===== src/design/xr_settings.svh =====
// Size and identity settings for the XR memory block.
// Included by the package and by any module that needs a RAM width,
// the register count or the ID value.

`ifndef XR_SETTINGS_SVH
`define XR_SETTINGS_SVH

// palette RAM index width, one word per color entry
`define XR_COLOR_W      8

// main tile bank index width, plus the narrower second bank
`define XR_TILE_W       10
`define XR_TILE2_W      9

// copper program RAM index width
`define XR_COPP_W       9

// configuration register file
`define XR_NUM_REGS     8
`define XR_ID_VALUE     16'h5852

`endif


===== src/design/xr_pkg.sv =====
// Shared types of the XR memory block: data words, addresses, palette
// colors and the request structs of the host, copper and register buses.
// Modules pull these in with a wildcard import in their header.

`include "xr_settings.svh"

package xr_pkg;

    typedef logic [15:0] word_t;
    typedef logic [15:0] addr_t;

    // palette index, video tile address (bank bit on top) and copper index
    typedef logic [`XR_COLOR_W-1:0] color_t;
    typedef logic [`XR_TILE_W:0]    tile_addr_t;
    typedef logic [`XR_COPP_W-1:0]  copp_addr_t;

    typedef struct packed {
        logic [3:0] alpha;
        logic [3:0] red;
        logic [3:0] green;
        logic [3:0] blue;
    } argb_t;

    // top two address bits pick the region
    typedef enum logic [1:0] {
        XR_REGION_REGS   = 2'b00,
        XR_REGION_TILE   = 2'b01,
        XR_REGION_COLOR  = 2'b10,
        XR_REGION_COPPER = 2'b11
    } xr_region_e;

    typedef struct packed {
        xr_region_e                  region;
        logic [13-`XR_COLOR_W-1:0]   unused;
        logic                        pal_b;
        color_t                      index;
    } xr_color_addr_t;

    typedef struct packed {
        xr_region_e                  region;
        logic [13-`XR_TILE_W-1:0]    unused;
        logic                        bank2;
        logic [`XR_TILE_W-1:0]       index;
    } xr_tile_addr_t;

    // one address word, seen raw or through a region view
    typedef union packed {
        addr_t          raw;
        xr_color_addr_t color;
        xr_tile_addr_t  tile;
    } xr_addr_u;

    typedef struct packed {
        logic  sel;
        logic  wr;
        addr_t addr;
        word_t data;
    } host_req_t;

    // copper only ever writes
    typedef struct packed {
        logic  sel;
        addr_t addr;
        word_t data;
    } copp_req_t;

    typedef struct packed {
        logic       wr;
        logic [6:0] addr;
        word_t      data;
    } xreg_bus_t;

endpackage


===== src/design/xr_regs.sv =====
// Configuration register file behind the XR register bus.
// Register 0 is a read-only ID, registers 1 and up are plain words.
// Writes land on the next edge, reads are combinational from the address.

`timescale 1ns/10ps
`default_nettype none

`include "xr_settings.svh"

module xr_regs import xr_pkg::*; (
    input  wire logic      clk,
    input  wire logic      rst_i,
    input  wire xreg_bus_t xreg_i,
    output      word_t     xreg_data_o
);

    word_t regs_q [1:`XR_NUM_REGS-1];
    logic  addr_valid;
    logic  addr_is_id;

    assign addr_is_id = (xreg_i.addr == 7'd0);
    assign addr_valid = (xreg_i.addr < 7'(`XR_NUM_REGS));

    // the ID slot silently drops writes
    always_ff @(posedge clk) begin
        if (rst_i) begin
            for (int i = 1; i < `XR_NUM_REGS; i++) begin
                regs_q[i] <= '0;
            end
        end else if (xreg_i.wr && addr_valid && !addr_is_id) begin
            regs_q[xreg_i.addr] <= xreg_i.data;
        end
    end

    // out of range addresses read back zero
    always_comb begin
        xreg_data_o = '0;
        if (addr_is_id) begin
            xreg_data_o = `XR_ID_VALUE;
        end else if (addr_valid) begin
            xreg_data_o = regs_q[xreg_i.addr];
        end
    end

endmodule

`default_nettype wire


===== config.mk =====
export PLATFORM = sky130hd
export DESIGN_NAME = xr_regs
export DESIGN_NICKNAME = d
export VERILOG_FILES = /design/src/design/xr_pkg.sv /design/src/design/xr_regs.sv
export VERILOG_INCLUDE_DIRS = /design/src /design/src/design
export SDC_FILE = /design/constraint.sdc
export NUM_CORES = 1
export LEC_CHECK = 0
export ABC_AREA = 1
export BUFFER_PORTS_ARGS = -buffer_cell sky130_fd_sc_hd__buf_2
export CAP_MARGIN = 20
export CORE_UTILIZATION = 45
export DETAILED_ROUTE_END_ITERATION = 10
export GPL_TIMING_DRIVEN = 0
export SYNTH_ARGS = -nofsm -noshare
export SYNTH_HDL_FRONTEND = slang
export SYNTH_SLANG_ARGS = --single-unit

===== constraint.sdc =====
create_clock -name clk -period 6.75 [get_ports clk]
set_input_delay 0.3375 -clock clk [delete_from_list [all_inputs] [get_ports clk]]
set_output_delay 0.3375 -clock clk [all_outputs]
set_load 0.02 [all_outputs]

* Yosys cells after proc, flatten, opt, wreduce, memory -nomap -nowiden
Memories as Yosys holds them, arrays and structs flattened.
Index checks and enable logic that the tools add are counted.
** Operators by class
- $lt $le $gt $ge :: 1
- Multiplexer cells :: 10
- Reductions and logical operators :: 5
** Operator list (count)
- 2-to-1 mux 16 bit :: 3
- OR reduction 16 bit :: 1
- zero test 7 bit :: 1
- less-than comparator 7 x 4 -> 1 bit, second input constant :: 1
- 2-to-1 mux 1 bit :: 6
- 2-to-1 mux 3 bit :: 1
- logical AND 1 bit :: 2
- zero test 1 bit :: 1
** Word-level totals
- Logic and storage cells :: 17
- Bits of input ports :: 26
- Memories kept :: 1
- Output and inout bits :: 16
- Bits in writable memories :: 112
- Register bits :: 0
** Memory list
- regs_q :: depth 7, width 16, rd ports 1, clocked after Yosys merged registers in 0, wr ports 7, line xr_regs.sv:17 : word_t regs_q [1:`XR_NUM_REGS-1];

* Depth between registers and ports, before layout
- Word-level depth :: 8
- Depth in mapped cells :: 9
- Mapped depth without buffers :: 7

* Least setup slack after synthesis
OpenSTA, ideal clock, no wires.
- Path kind :: input to register
- Start point :: in xreg_i[18] in the netlist's numbering
- End point :: mem regs_q[1][0] in the netlist's numbering (enable)
- Setup slack :: 4.353 ns
- Required time :: 6.339 ns
- Data arrival time :: 1.986 ns
- Library setup time :: 0.411 ns
- Buffers on the path :: 1
- Stages on the path :: 4
- Cells stage by stage :: buf_4 > nor2_4 > nand2_2 > o21ai_0
** RTL lines
- start: declaration :: line xr_regs.sv:13 : input wire xreg_bus_t xreg_i,
- end: declaration :: line xr_regs.sv:17

* Worst setup path in the final report
- Start point :: in xreg_i[16] in the netlist's numbering
- End point :: out xreg_data_o[8]
** Between the ends
- Longest elaborated chain between the ends :: 3
- Elaborated cells between the ends (all ways) :: 5
- Classes of those cells :: 1 x order compare; 2 x mux; 1 x reduce/logical; 1 x memory
** RTL lines
- less-than comparator 7 x 4 -> 1 bit / memory (7 x 16 bit) (equally long branches)
- 2-to-1 mux 16 bit :: line xr_regs.sv:40 : end else if (addr_valid) begin
- 2-to-1 mux 16 bit * :: line xr_regs.sv:38 : if (addr_is_id) begin
- end: declaration :: line xr_regs.sv:14 : output word_t xreg_data_o
Mark *: on every way between the ends. The rest lies on a longest branch, timed or not.

==> results.yml <==
timing:
  period_needed_ns: 2.163
  fin_ws_ns: 4.587
  relSlewSlack_pct: 40.67
  final-hold-violation-count: 0
  finalMaxSlewViolations: 0
  rsz0062_at_grt: "false"
  fmax_ghz: 0.4623
  finalSetupTns_ns: 0
  tightest_slew_ns: 0.8879
  post-route-period-util_pct: 32.05
  setup_violations: 0
drt:
  drt-initial-drc-count: 360
  wl_met1_um: 6400
  dr.pass1.iters: 5
  via_per_inst: 5.021
  antenna_left: 0
  dr.max_layer_used: "met4"
  wl_met2_um: 7266
  wl_met3_um: 953
  route.detailed.drc: 0
  totalWireLength_um: 14970
  via_count: 4343
  drt-wirelength-per-cell_um: 17.30
clock_network:
  cts_max_level: 4
  clockBufferDepth: 2
  cts.sinks: 123
  clk_pin_slew_ns: 0.05
  hold_buffers: 0
  cts_setup_buffers: 0
  cts-root-buf: "clkbuf_16"
  cts_made_buffers: 17
  post_cts_resized: 0
  cts_tree: "done"
power:
  irDropWorstVdd_uv: 173.3
  p_total_mw: 1.955
  p_leak_nw: 2.995
  p_per_area_nw_per_um2: 283.3
yosys:
  synthCells: 613
  avgSynthCellArea_um2: 9.546
  ys.warnings.count: 0
  synth_cell_types: 23
  yosysTopAreaCell: "edfxtp_1"
  synth_area_leaders: "edfxtp_1 (63%), nand2_1 (15%), nor2_1 (7.4%)"
  synth_area_um2: 5852
  ys_seq_area_share_pct: 63.12
  ys_ff_latch: 123
  synth_flop_cell: "edfxtp_1"
  synth_edf_count: 123
  async_flop_share_pct: 0
  synth_top_area_share_pct: 63.12
floorplanning:
  floorplan.initialDensity_pct: 46.18
  placementRows: 41
  dieArea_um2: 13460
  die_w_um: 116.0
  coreArea_um2: 12670
  io_pins: 42
  fp.dieH_um: 116.0
critical_path:
  required_ns: 6.41
  critPathMaxFanout: 10
  crit_path_end_kind: "output pin"
  cp-start-kind: "input pin"
  critical-path-max-stage-delay_ns: 0.39
  cp.arrival_ns: 1.83
  crit_chain: "buf_4, inv_2, buf_2, nand2_1, nand3_1, a21oi_1, buf_2"
  path_common_cell: "buf_2"
  critPathSlowestCell: "nand3_1"
  worst-setup-path-type: "in2out"
place:
  pre_cts_slack_ns: 4.149
  place_hpwl_um: 9979
  port_buffers: 38
  place_congestion: 0.7894
layout:
  antenna_cells: 0
  area_growth_pct: 17.94
  layout-drive-gt1-share_pct: 15.44
  largest_reg_flops: 123
  reg_top3: "regs_q: 123 flops"
  layout_commonest_cell: "nand2_1"
  max_flop_register: "regs_q"
  layout_common_cells: "nand2_1 (234), edfxtp_1 (123), nor2_1 (116)"
  fin_nets: 707
job:
  cap_viol_max_count: 0
global_routing:
  antenna_found_initial: 0
  grt_first_pass_wirelength_um: 22970
  grt_max_degree: 17
  grt_pass1_vias: 4194
  grt_use_total_pct: 24.51
  overflow: 0
min_path:
  hold_class: "in2reg"
run_status:
  status: "complete, no violations"
-- power by group --
part	switching (mW)	internal, mW
combinational	0.102	0.0374
sequential	0.0104	0.881
clock	0.317	0.607
total	0.429	1.53
-- cell type report --
class	count	area, µm²
inverter	35	136.4
multi-input combinational	435	1869
clock buffer	20	436.7
sequential	123	3694
fill	1162	5769
buffer	30	193.9
tap	172	215.2
timing repair buffer	39	205.2
clock inverter	11	151.4
-- layer usage --
| layer | up-vias | global-route usage [%] |
|---|---|---|
| met5 | - | 0 |
| met4 | 0 | 10.85 |
| met3 | 26 | 5.178 |
| met2 | 153 | 40.56 |
| met1 | 2038 | 31.07 |
| li1 | 2126 | - |
-- worst paths after layout --
check | startpoint | end | slack (ns) | cells after the start
worst max-delay path | xreg_i[16] | xreg_data_o[8] | 4.59 | 7
worst min-delay path | xreg_i[7] | regs_q[0][7]$_DFFE_PP_ | 0.10 | 1
-- Yosys cell counts, types with 2 or more instances --
master	count
nor3_1	16
buf_4	5
nor2_4	5
or2_1	3
edfxtp_1	123
o21ai_0	9
buf_6	6
a21oi_1	12
nand2_1	234
buf_2	14
o211ai_1	7
nor2_1	116
nand4_1	5
nand3_1	9
nand2_2	2
nand3_4	5
inv_2	3
clkbuf_1	5
inv_1	30
-- per-stage QoR --
step / std cells / util, % / hold slack, ns / cell area [µm²]
6_report: 865 / 54.47 / 0.1010 / 6902
3_5_place_dp: 834 / 49.83 / 0.5310 / 6314
3_3_place_gp: 833 / 49.68 / 0.5284 / 6295
4_1_cts: 865 / 54.47 / 0.09252 / 6902
2_1_floorplan: 623 / - / 0.4364 / 5889
5_1_grt: 865 / 54.47 / 0.1014 / 6902
-- cells by family after synthesis --
family / count (synthesis) / share of synthesized area [%]
flip-flops: 123 / 63.12
buffers and inverters: 65 / 5.645
AO/OA/AOI/OAI: 28 / 2.694
other: 1 / 0.06408
AND/OR/NAND/NOR: 396 / 28.48
-- worst max-delay path: cells and delay by family --
kind            cells  cell delay, ns
compound gates      1            0.35
buf+inv             4            0.62
simple gates        2            0.50
Power figures use the tool's default switching activity.
